**src/hdl/pcs_rx_pkg.sv**
```systemverilog
package pcs_rx_pkg;

	// sync header values
	localparam logic [1:0] SYNC_DATA = 2'b01;
	localparam logic [1:0] SYNC_CTRL = 2'b10;

	// block type field, low payload byte of a control block
	localparam logic [7:0] BT_IDLE  = 8'h1E;
	localparam logic [7:0] BT_START = 8'h78;

	// terminate types, the digit is the data byte count before /T/
	localparam logic [7:0] BT_TERM0 = 8'h87;
	localparam logic [7:0] BT_TERM1 = 8'h99;
	localparam logic [7:0] BT_TERM2 = 8'hAA;
	localparam logic [7:0] BT_TERM3 = 8'hB4;
	localparam logic [7:0] BT_TERM4 = 8'hCC;
	localparam logic [7:0] BT_TERM5 = 8'hD2;
	localparam logic [7:0] BT_TERM6 = 8'hE1;
	localparam logic [7:0] BT_TERM7 = 8'hFF;

	// xgmii control characters
	localparam logic [7:0] XGMII_IDLE  = 8'h07;
	localparam logic [7:0] XGMII_START = 8'hFB;
	localparam logic [7:0] XGMII_TERM  = 8'hFD;
	localparam logic [7:0] XGMII_ERROR = 8'hFE;

	typedef struct packed {
		logic [1:0]  sync;    // 01 data, 10 control
		logic [63:0] payload; // block type field in [7:0] for control blocks
	} rx_block_t;

	typedef struct packed {
		logic [63:0] data; // lane 0 in [7:0]
		logic [7:0]  ctrl; // one bit per lane
	} xgmii_word_t;

	typedef enum logic [2:0] {
		TYPE_D,
		TYPE_S,
		TYPE_C,
		TYPE_T,
		TYPE_E
	} r_type_e;

	typedef enum logic [2:0] {
		RX_INIT,
		RX_C,
		RX_D,
		RX_T,
		RX_E
	} rx_state_e;

	typedef struct packed {
		rx_block_t block;
		r_type_e   r_type;
	} typed_block_t;

	localparam xgmii_word_t ERROR_WORD = '{data: {8{XGMII_ERROR}}, ctrl: 8'hFF};

endpackage

```
**src/hdl/rx_block_classifier.sv**
```systemverilog
`timescale 1ns/1ns

module rx_block_classifier
(
	input  pcs_rx_pkg::rx_block_t    i_block,
	output pcs_rx_pkg::typed_block_t o_typed
);

	logic [7:0]          block_type;
	logic                codes_zero; // all eight 7-bit control codes clear
	pcs_rx_pkg::r_type_e r_type;

	assign block_type = i_block.payload[7:0];
	assign codes_zero = (i_block.payload[63:8] == 56'd0);

	always_comb
	begin
		r_type = pcs_rx_pkg::TYPE_E;
		case (i_block.sync)
			pcs_rx_pkg::SYNC_DATA:
			begin
				r_type = pcs_rx_pkg::TYPE_D;
			end
			pcs_rx_pkg::SYNC_CTRL:
			begin
				case (block_type)
					pcs_rx_pkg::BT_IDLE:
					begin
						// idle only counts when every code is /I/
						r_type = codes_zero ? pcs_rx_pkg::TYPE_C : pcs_rx_pkg::TYPE_E;
					end
					pcs_rx_pkg::BT_START:
						r_type = pcs_rx_pkg::TYPE_S;
					pcs_rx_pkg::BT_TERM0,
					pcs_rx_pkg::BT_TERM1,
					pcs_rx_pkg::BT_TERM2,
					pcs_rx_pkg::BT_TERM3,
					pcs_rx_pkg::BT_TERM4,
					pcs_rx_pkg::BT_TERM5,
					pcs_rx_pkg::BT_TERM6,
					pcs_rx_pkg::BT_TERM7:
						r_type = pcs_rx_pkg::TYPE_T;
					default:
						r_type = pcs_rx_pkg::TYPE_E; // unknown type field
				endcase
			end
			default:
			begin
				r_type = pcs_rx_pkg::TYPE_E; // 00 and 11 are not valid headers
			end
		endcase
	end

	assign o_typed.block  = i_block;
	assign o_typed.r_type = r_type;

endmodule

```
**src/hdl/rx_block_lookahead.sv**
```systemverilog
`timescale 1ns/1ns

module rx_block_lookahead
(
	input  logic                     i_clock,
	input  logic                     i_reset,
	input  logic                     i_valid,
	input  pcs_rx_pkg::typed_block_t i_typed,
	output pcs_rx_pkg::typed_block_t o_held,
	output pcs_rx_pkg::r_type_e      o_r_type_next,
	output logic                     o_full
);

	pcs_rx_pkg::typed_block_t held;
	logic                     full;

	// fill flag, set once the first block is in
	always_ff @(posedge i_clock or posedge i_reset)
	begin
		if (i_reset)
		begin
			full <= 1'b0;
		end
		else if (i_valid)
		begin
			full <= 1'b1;
		end
	end

	// block under decision
	always_ff @(posedge i_clock)
	begin
		if (i_valid)
		begin
			held <= i_typed;
		end
	end

	assign o_held        = held;
	assign o_full        = full;
	assign o_r_type_next = i_typed.r_type; // arriving block is the lookahead

endmodule

```
**src/hdl/rx_xgmii_mapper.sv**
```systemverilog
`timescale 1ns/1ns

module rx_xgmii_mapper
(
	input  pcs_rx_pkg::rx_block_t   i_block,
	output pcs_rx_pkg::xgmii_word_t o_word
);

	logic [7:0]  block_type;
	logic [63:0] term_bytes; // payload bytes 1 to 7 moved down to lane 0
	logic [2:0]  term_count;
	logic        is_term;

	assign block_type = i_block.payload[7:0];
	assign term_bytes = {8'h00, i_block.payload[63:8]};

	// number of data bytes ahead of /T/
	always_comb
	begin
		is_term    = 1'b1;
		term_count = 3'd0;
		case (block_type)
			pcs_rx_pkg::BT_TERM0: term_count = 3'd0;
			pcs_rx_pkg::BT_TERM1: term_count = 3'd1;
			pcs_rx_pkg::BT_TERM2: term_count = 3'd2;
			pcs_rx_pkg::BT_TERM3: term_count = 3'd3;
			pcs_rx_pkg::BT_TERM4: term_count = 3'd4;
			pcs_rx_pkg::BT_TERM5: term_count = 3'd5;
			pcs_rx_pkg::BT_TERM6: term_count = 3'd6;
			pcs_rx_pkg::BT_TERM7: term_count = 3'd7;
			default:              is_term    = 1'b0;
		endcase
	end

	always_comb
	begin
		o_word = pcs_rx_pkg::ERROR_WORD;
		if (i_block.sync == pcs_rx_pkg::SYNC_DATA)
		begin
			o_word.data = i_block.payload;
			o_word.ctrl = 8'h00;
		end
		else if (i_block.sync == pcs_rx_pkg::SYNC_CTRL)
		begin
			if (block_type == pcs_rx_pkg::BT_IDLE)
			begin
				o_word.data = {8{pcs_rx_pkg::XGMII_IDLE}};
				o_word.ctrl = 8'hFF;
			end
			else if (block_type == pcs_rx_pkg::BT_START)
			begin
				// /S/ in lane 0, data in lanes 1 to 7
				o_word.data = {i_block.payload[63:8], pcs_rx_pkg::XGMII_START};
				o_word.ctrl = 8'h01;
			end
			else if (is_term)
			begin
				for (int lane = 0; lane < 8; lane++)
				begin
					if (lane < int'(term_count))
					begin
						o_word.data[8*lane +: 8] = term_bytes[8*lane +: 8];
						o_word.ctrl[lane]        = 1'b0;
					end
					else if (lane == int'(term_count))
					begin
						o_word.data[8*lane +: 8] = pcs_rx_pkg::XGMII_TERM;
						o_word.ctrl[lane]        = 1'b1;
					end
					else
					begin
						o_word.data[8*lane +: 8] = pcs_rx_pkg::XGMII_IDLE; // idle fill after /T/
						o_word.ctrl[lane]        = 1'b1;
					end
				end
			end
		end
	end

endmodule

```
**src/hdl/rx_decode_fsm.sv**
```systemverilog
`timescale 1ns/1ns

module rx_decode_fsm
(
	input  logic                    i_clock,
	input  logic                    i_reset,
	input  logic                    i_valid,
	input  logic                    i_full,
	input  pcs_rx_pkg::r_type_e     i_r_type,
	input  pcs_rx_pkg::r_type_e     i_r_type_next,
	input  pcs_rx_pkg::xgmii_word_t i_mapped,
	output logic                    o_valid,
	output pcs_rx_pkg::xgmii_word_t o_xgmii,
	output logic                    o_block_error
);

	pcs_rx_pkg::rx_state_e state;
	pcs_rx_pkg::rx_state_e state_next;
	logic                  step;       // a held block is decided on this beat
	logic                  next_ok;    // following block may close a frame
	logic                  block_bad;

	assign step    = i_valid & i_full;
	assign next_ok = (i_r_type_next == pcs_rx_pkg::TYPE_S) ||
	                 (i_r_type_next == pcs_rx_pkg::TYPE_C);

	always_comb
	begin
		state_next = pcs_rx_pkg::RX_E;
		case (state)
			pcs_rx_pkg::RX_INIT,
			pcs_rx_pkg::RX_C,
			pcs_rx_pkg::RX_T:
			begin
				case (i_r_type)
					pcs_rx_pkg::TYPE_C: state_next = pcs_rx_pkg::RX_C;
					pcs_rx_pkg::TYPE_S: state_next = pcs_rx_pkg::RX_D;
					default:            state_next = pcs_rx_pkg::RX_E;
				endcase
			end
			pcs_rx_pkg::RX_D:
			begin
				// inside a frame only data or a well placed terminate
				case (i_r_type)
					pcs_rx_pkg::TYPE_D: state_next = pcs_rx_pkg::RX_D;
					pcs_rx_pkg::TYPE_T: state_next = next_ok ? pcs_rx_pkg::RX_T : pcs_rx_pkg::RX_E;
					default:            state_next = pcs_rx_pkg::RX_E;
				endcase
			end
			pcs_rx_pkg::RX_E:
			begin
				// recovery, any legal block resumes decoding
				case (i_r_type)
					pcs_rx_pkg::TYPE_C: state_next = pcs_rx_pkg::RX_C;
					pcs_rx_pkg::TYPE_S: state_next = pcs_rx_pkg::RX_D;
					pcs_rx_pkg::TYPE_D: state_next = pcs_rx_pkg::RX_D;
					pcs_rx_pkg::TYPE_T: state_next = next_ok ? pcs_rx_pkg::RX_T : pcs_rx_pkg::RX_E;
					default:            state_next = pcs_rx_pkg::RX_E;
				endcase
			end
			default:
			begin
				state_next = pcs_rx_pkg::RX_E;
			end
		endcase
	end

	assign block_bad = (state_next == pcs_rx_pkg::RX_E);

	always_ff @(posedge i_clock or posedge i_reset)
	begin
		if (i_reset)
		begin
			state         <= pcs_rx_pkg::RX_INIT;
			o_valid       <= 1'b0;
			o_block_error <= 1'b0;
			o_xgmii       <= '0;
		end
		else
		begin
			o_valid       <= step; // one cycle pulse per decided block
			o_block_error <= step & block_bad;
			if (step)
			begin
				state   <= state_next;
				o_xgmii <= block_bad ? pcs_rx_pkg::ERROR_WORD : i_mapped;
			end
		end
	end

endmodule

```
**src/hdl/pcs_rx_decoder.sv**
```systemverilog
`timescale 1ns/1ns

module pcs_rx_decoder
(
	input  logic                    i_clock,
	input  logic                    i_reset,
	input  logic                    i_valid,
	input  pcs_rx_pkg::rx_block_t   i_block,
	output logic                    o_valid,
	output pcs_rx_pkg::xgmii_word_t o_xgmii,
	output logic                    o_block_error
);

	pcs_rx_pkg::typed_block_t typed_block; // arriving block with its type
	pcs_rx_pkg::typed_block_t held_block;  // block under decision
	pcs_rx_pkg::r_type_e      r_type_next;
	pcs_rx_pkg::xgmii_word_t  mapped_word;
	logic                     lookahead_full;

	rx_block_classifier rx_block_classifier_i
	(
		.i_block (i_block),
		.o_typed (typed_block)
	);

	rx_block_lookahead rx_block_lookahead_i
	(
		.i_clock       (i_clock),
		.i_reset       (i_reset),
		.i_valid       (i_valid),
		.i_typed       (typed_block),
		.o_held        (held_block),
		.o_r_type_next (r_type_next),
		.o_full        (lookahead_full)
	);

	rx_xgmii_mapper rx_xgmii_mapper_i
	(
		.i_block (held_block.block),
		.o_word  (mapped_word)
	);

	rx_decode_fsm rx_decode_fsm_i
	(
		.i_clock       (i_clock),
		.i_reset       (i_reset),
		.i_valid       (i_valid),
		.i_full        (lookahead_full),
		.i_r_type      (held_block.r_type),
		.i_r_type_next (r_type_next),
		.i_mapped      (mapped_word),
		.o_valid       (o_valid),
		.o_xgmii       (o_xgmii),
		.o_block_error (o_block_error)
	);

endmodule

```
**config.mk**
```make
export PLATFORM = sky130hd
export DESIGN_NAME = pcs_rx_decoder
export DESIGN_NICKNAME = d
export VERILOG_FILES = /design/src/hdl/pcs_rx_pkg.sv /design/src/hdl/rx_block_classifier.sv /design/src/hdl/rx_block_lookahead.sv /design/src/hdl/rx_xgmii_mapper.sv /design/src/hdl/rx_decode_fsm.sv /design/src/hdl/pcs_rx_decoder.sv
export SDC_FILE = /design/constraint.sdc
export NUM_CORES = 1
export LEC_CHECK = 0
export ABC_AREA = 0
export CAP_MARGIN = 30
export CORE_AREA = 2 2 125 127
export DETAILED_ROUTE_END_ITERATION = 8
export DIE_AREA = 0 0 127 129
export DONT_BUFFER_PORTS = 1
export PLACE_DENSITY = 0.72
export SYNTH_ARGS = -nofsm -noshare
export SYNTH_HDL_FRONTEND = slang
export SYNTH_SLANG_ARGS = --single-unit
```
**constraint.sdc**
```tcl
create_clock -name i_clock -period 3.2 [get_ports i_clock]
set_clock_uncertainty 0.15 [all_clocks]
set_input_delay 0.16 -clock i_clock [delete_from_list [all_inputs] [get_ports i_clock]]
set_output_delay 0.16 -clock i_clock [all_outputs]
set_load 0.005 [all_outputs]
```
Yosys cells after proc, flatten, opt, wreduce, memory -nomap -nowiden
Cells that the tools add are included.
- register bits: 147
- output and inout bits: 74
- logic and storage cells: 106
- muxes and demuxes: 38
- bitwise gates (word level): 2
- equal/unequal tests: 41
- reductions and logical operators: 9
- magnitude comparators: 7
- operator list (kind ; number):
    72-bit 2-to-1 mux ; 6
    8-bit == test (second input constant) ; 16
    8-bit 2-to-1 mux ; 15
    56-bit logical NOT ; 1
    3-bit case mux with 3 select lines ; 3
    3-bit case mux with 7 select lines ; 1
    3-bit case mux with 2 select lines ; 3
    8-bit by 5-bit == test with 1-bit output (second input constant) ; 2
    8-bit by 7-bit == test with 1-bit output (second input constant) ; 2
    8-bit OR reduction ; 2
    3-bit by 2-bit == test with 1-bit output (second input constant) ; 5
    3-bit == test (first input constant) ; 4
    3-bit by 1-bit == test with 1-bit output (second input constant) ; 3
    3-bit logical NOT ; 3
    3-bit less-than comparator (first input constant) ; 3
    1-bit 2-to-1 mux ; 8
    2-bit by 3-bit == test with 1-bit output (first input constant) ; 2
    3-bit == test (second input constant) ; 2
    1-bit by 3-bit less-than comparator with 1-bit output (first input constant) ; 2
    2-bit by 3-bit less-than comparator with 1-bit output (first input constant) ; 2
    3-bit 2-to-1 mux ; 2
    2-bit by 1-bit == test with 1-bit output (second input constant) ; 2
    2-bit == test (second input constant) ; 2
    1-bit by 3-bit == test with 1-bit output (first input constant) ; 1
    other kinds (4) ; 5

Longest topological paths before layout
- depth after elaboration: 11
- mapped depth: 11
- depth with buffers taken out: 9

Hierarchy
From an unflattened synthesis, not the netlist that was laid out.
- cell total of the unflattened synthesis: 809
- area total of the unflattened synthesis: 7876.3 um^2
- by module, submodules not included (module ; area an instance (um^2) ; seq. area each (um^2) ; cells an instance ; times used):
    rx_decode_fsm ; 3258.1 ; 1926.8 ; 348 ; 1
    rx_block_lookahead ; 2129.5 ; 2097.0 ; 75 ; 1
    rx_xgmii_mapper ; 1606.5 ; 0.0 ; 266 ; 1
    rx_block_classifier ; 882.1 ; 0.0 ; 120 ; 1

Least setup slack after synthesis
Ideal clock, no wire load.
- kind: register -> register
- from: register rx_block_lookahead_i.held, in the netlist rx_block_lookahead_i.o_held[5]
- to: register rx_decode_fsm_i.o_xgmii[52] (netlist name)
- path buffers: 4
- stages on the path, launching flop included: 12
- setup time: 121 ps
- data arrival time: 2172 ps
- slack: 757 ps
- data required time: 2929 ps
- clock period less this slack: 2443 ps
- cell sequence: edfxtp_1 buf_2 nand4b_1 or4_1 clkbuf_1 nor2_1 nor2_1 clkbuf_1 clkbuf_1 o21ai_0 a21oi_1 o22a_1
- cells in the longest elaborated chain, start to end: 11
- elaborated cells on any way between the ends: 23
- those cells by class: order compare (1); eq/ne (11); mux (10); reduce/logical (1)
- ends and longest elaborated chain (item ; line ; RTL):
    start: declaration ; rx_block_lookahead.sv:14 ; pcs_rx_pkg::typed_block_t held;
    start signal: assignment ; rx_block_lookahead.sv:35 ; held <= i_typed;
    branches (longest 7 deep; another with 3-bit less-than comparator) ; - ;
    72-bit 2-to-1 mux * ; rx_xgmii_mapper.sv:45 ; if (block_type == pcs_rx_pkg::BT_IDLE)
    72-bit 2-to-1 mux * ; rx_xgmii_mapper.sv:43 ; else if (i_block.sync == pcs_rx_pkg::SYNC_CTRL)
    72-bit 2-to-1 mux * ; rx_xgmii_mapper.sv:38 ; if (i_block.sync == pcs_rx_pkg::SYNC_DATA)
    72-bit 2-to-1 mux * ; rx_decode_fsm.sv:86 ; o_xgmii <= block_bad ? pcs_rx_pkg::ERROR_WORD : i_mapped;
Every way passes the cells marked *.
A chain may end at the register's enable or synchronous reset.

Worst setup path after layout
- from: register rx_block_lookahead_i.held, in the netlist rx_block_lookahead_i.o_held[7]
- to: register rx_decode_fsm_i.o_xgmii[46] (netlist name)
- cells in the longest elaborated chain, start to end: 11
- elaborated cells on any way between the ends: 23
- those cells by class: order compare (1); eq/ne (11); mux (10); reduce/logical (1)
- ends and longest elaborated chain (item ; line):
    branches (longest 7 deep; another with 3-bit less-than comparator) ; -
    72-bit 2-to-1 mux * ; rx_xgmii_mapper.sv:45
    72-bit 2-to-1 mux * ; rx_xgmii_mapper.sv:43
    72-bit 2-to-1 mux * ; rx_xgmii_mapper.sv:38
    72-bit 2-to-1 mux * ; rx_decode_fsm.sv:86
Marked as above.

==> reports/summary.txt <==
FINAL LAYOUT
----------------------------------------------------------------------------------
Final antenna diode count                                                        0
Layout Cell Area excl Fill                                                8580 um2
Growth of design area from synthesis to finish                               24.5%
Layout cell share with drive strength beyond 1                               11.2%
Net count reported at finish                                                   772

TIMING
----------------------------------------------------------------------------------
Slew @ Worst Pin                                                          0.768 ns
Worst max-slew margin expressed relative to the limit                        48.7%
TNS Setup                                                                     0 ns
Top achievable clock speed                                                 336 MHz
Setup repair after global routing missed its margin                          false
Max-slew violations                                                              0
Final-report hold violation count                                                0
Final setup viols                                                                0
Share of the cycle needed by the critical path after routing                 93.1%
Shortest period the worst path allows                                      2.98 ns

SETUP PATH
----------------------------------------------------------------------------------
Sum of buffers and inverters on the critical path                                2
Stage delay of the slowest cell on the critical path                       0.55 ns
Largest delay contributor family on the critical path                 simple AND/OR/NAND/NOR gates
Classification of the worst setup path                                     reg2reg
Startpoint type of the worst setup path                                  flip-flop
Required time at the worst-slack endpoint                                  3.36 ns
CP endpoint kind                                                         flip-flop
Max stage delay cell, worst path                                      sky130_fd_sc_hd__edfxtp_1
Most prevalent standard cell on the critical path                     sky130_fd_sc_hd__buf_4
Largest fanout of any net on the critical path                                  11
Cell-by-cell listing of the critical path                             buf_4, nor4bb_1, and2_1, or2_2, o21ai_0, buf_4, nor2b_1, a21oi_1, o22a_1
Worst endpoint data arrival time                                           3.14 ns

PLACE
----------------------------------------------------------------------------------
HPWL after DPL                                                            15000 um
Number of port buffers                                                           0
Final GP Congestion                                                          0.940
Total placed instance area                                                7210 um2

JOB
----------------------------------------------------------------------------------
Maximum Capacitance Violations                                                   0

YOSYS
----------------------------------------------------------------------------------
Largest area contributor in the netlist                               sky130_fd_sc_hd__edfxtp_1
Prevailing post-synth register cell                                   sky130_fd_sc_hd__dfrtp_1
Cell count after synthesis                                                     622
Cell types with the highest counts after synthesis                    sky130_fd_sc_hd__dfrtp_1 (78), sky130_fd_sc_hd__edfxtp_1 (69), sky130_fd_sc_hd__o22a_1 (59)
Number of library cell types mapped by synthesis                                56
Number of enable-type register cells in the synthesized netlist                 69
Total of warnings raised by yosys                                                0
Per-instance average area after synthesis                                 11.1 um2
Synthesized netlist net count                                                  693
Number of synthesized register bits                                            147
Total standard cell area after synthesis                                  6890 um2
Top-count cell post-synth                                             sky130_fd_sc_hd__dfrtp_1
Fraction of post-synthesis cell area in the top cell type by area            30.1%
Share of synthesized area occupied by flip-flops and latches                 58.4%
Share of async-settable or async-resettable flops after synthesis            53.1%
Ranking of synthesized cells by area                                  sky130_fd_sc_hd__edfxtp_1 (30%), sky130_fd_sc_hd__dfrtp_1 (28%), sky130_fd_sc_hd__o22a_1 (7.5%)

FLOORPLANNING
----------------------------------------------------------------------------------
Initial Utilization                                                          46.0%
I/O pin count                                                                  143
Core Region                                                              15000 um2
Full die area                                                            16400 um2
Die extent in y                                                             129 um
Standard-cell row count                                                         45
Width of the die                                                            127 um

STATUS
----------------------------------------------------------------------------------
Status                                                                   completed

GLOBAL ROUTE
----------------------------------------------------------------------------------
Antenna violations before repair                                                 0
Largest net degree at the start of global routing                               72
GRT Resource Usage Total                                                     26.6%
Global-route wire length before repair                                    32900 um
Remaining global-route overflow                                                  0
Number of global-route vias before repair                                     5618

POWER AND IR DROP
----------------------------------------------------------------------------------
Worst IR drop on VDD                                                    0.000420 V
Ratio of total power to cell area                                       612 nW/um2
Lkg Pwr                                                                    2.92 nW

MIN PATH
----------------------------------------------------------------------------------
Hold Path Class                                                           in2async

CLOCKING
----------------------------------------------------------------------------------
CTS clk-pin slew, worst paths                                              0.07 ns
CTS tree                                                                       yes
Setup repair bufs after CTS                                                      0
Master cell of the clock root buffer                                  sky130_fd_sc_hd__clkbuf_16
Clock buffer depth                                                               2
H-tree depth reported by CTS                                                     4
Clock latency reported for the late side of the worst-skew pair            0.43 ns
Num Clock Sinks                                                                147
Number of buffers created by CTS                                                17

ROUTE
----------------------------------------------------------------------------------
Final Routed Wirelength                                                   21400 um
Wirelength per Cell                                                        23.8 um
Mean number of vias per cell                                                  6.35
Remaining number of nets flagged by the antenna check after routing              0
DR pass1 iterations                                                              5
Drt first-iter violations                                                      583
Post-detailed-route DRC marker count                                             0
Vias after detailed routing                                                   5723

-- what timing repair did --
item                                   in CTS  in global routing
hold buffers                               69                  0
gates resized for setup                     0                  1
endpoints found under the hold margin     207                  0
setup endpoints to repair                   0                  3
-- state kept, by name (all words and copies together) (netlist names) --
register / flops
rx_decode_fsm_i.o_block_error: 1
rx_block_lookahead_i.o_held: 69
rx_block_lookahead_i.o_full: 1
rx_decode_fsm_i.state: 3
rx_decode_fsm_i.o_xgmii: 72
rx_decode_fsm_i.o_valid: 1
-- where the power goes --
| part | internal [mW] | total, mW | leakage, nW | switching (mW) |
|---|---|---|---|---|
| sequential | 2.18 | 2.37 | 1.44 | 0.196 |
| combinational | 0.283 | 0.633 | 1.15 | 0.349 |
| clock | 1.46 | 2.24 | 0.322 | 0.783 |
| total | 3.92 | 5.25 | 2.92 | 1.33 |
-- worst register-to-register path: stages (launching register included) --
cell and delay [ns]:
sky130_fd_sc_hd__edfxtp_1 0.55, sky130_fd_sc_hd__buf_4 0.23, sky130_fd_sc_hd__nor4bb_1 0.42, sky130_fd_sc_hd__and2_1 0.28, sky130_fd_sc_hd__or2_2 0.17, sky130_fd_sc_hd__o21ai_0 0.07
sky130_fd_sc_hd__buf_4 0.22, sky130_fd_sc_hd__nor2b_1 0.38, sky130_fd_sc_hd__a21oi_1 0.19, sky130_fd_sc_hd__o22a_1 0.21
-- final cells by class --
type	count	area (um2)
clock inverters	13	233
repair buffers	99	958
multi-input cells	423	2650
well taps	188	235
fillers	1213	6390
clock buffers	18	429
flip-flops and latches	147	4020
inverters	13	50.0
-- final timing paths --
kind                                           startpoint                              to  slack, ns  depth (start not counted)
setup / recovery           rx_block_lookahead_i.o_held[7]     rx_decode_fsm_i.o_xgmii[46]       0.22                          9
hold / removal                                    i_reset        rx_decode_fsm_i.state[0]       0.02                          2
setup reg to reg           rx_block_lookahead_i.o_held[7]     rx_decode_fsm_i.o_xgmii[46]       0.22                          9
hold reg to reg               rx_block_lookahead_i.o_full     rx_block_lookahead_i.o_full       0.33                          1
max in group asynchronous                         i_reset     rx_decode_fsm_i.o_xgmii[17]       2.15                          4
min in group i_clock                          i_block[65]  rx_block_lookahead_i.o_held[2]       0.03                          3
-- stage by stage --
stage	util, %	setup WS, ns	power [mW]	instances	hold WS [ns]
after CTS	57.3	0.306	5.24	901	0.0195
after detailed placement	48.1	0.189	2.93	801	-0.113
final	57.3	0.222	5.25	901	0.0178
after global routing	57.3	0.0340	5.42	901	0.0380
after global placement	48.0	0.300	2.91	800	0.109
after floorplan	-	0.757	2.75	622	0.109
-- per-layer routing --
metal  wire length (um)  share of wire (%)  GRT usage (%)
met2               9880                 46           40.9
met4                509                2.4           8.86
met5                  0                  0              0
met3               2170                 10           8.90
met1               8850                 41           35.9
-- cells by family after synthesis --
kind of cell / share of synthesized area [%]
AO/OA/AOI/OAI: 22.1
XOR/XNOR: 0.381
adder cells (fa/ha/maj): 0.363
buffers and inverters: 3.36
flip-flops: 58.4
multiplexers: 0.163
AND/OR/NAND/NOR: 15.3
-- cells in the final DEF, fill, tap and decap left out, types with 8 or more instances in the layout --
master and count:
sky130_fd_sc_hd__dfrtp_1 78, sky130_fd_sc_hd__edfxtp_1 69, sky130_fd_sc_hd__dlygate4sd3_1 68, sky130_fd_sc_hd__o22a_1 59, sky130_fd_sc_hd__nand2_1 53, sky130_fd_sc_hd__a21oi_1 50
sky130_fd_sc_hd__nor2_1 49, sky130_fd_sc_hd__o21ai_0 49, sky130_fd_sc_hd__buf_4 28, sky130_fd_sc_hd__clkbuf_16 17, sky130_fd_sc_hd__nor4_1 15, sky130_fd_sc_hd__nor4bb_1 13
sky130_fd_sc_hd__nor2b_1 11, sky130_fd_sc_hd__inv_1 11, sky130_fd_sc_hd__o21ai_1 9, sky130_fd_sc_hd__nand4_1 9, sky130_fd_sc_hd__nor3_1 8
Note: power is estimated with default switching activity, not from simulation.
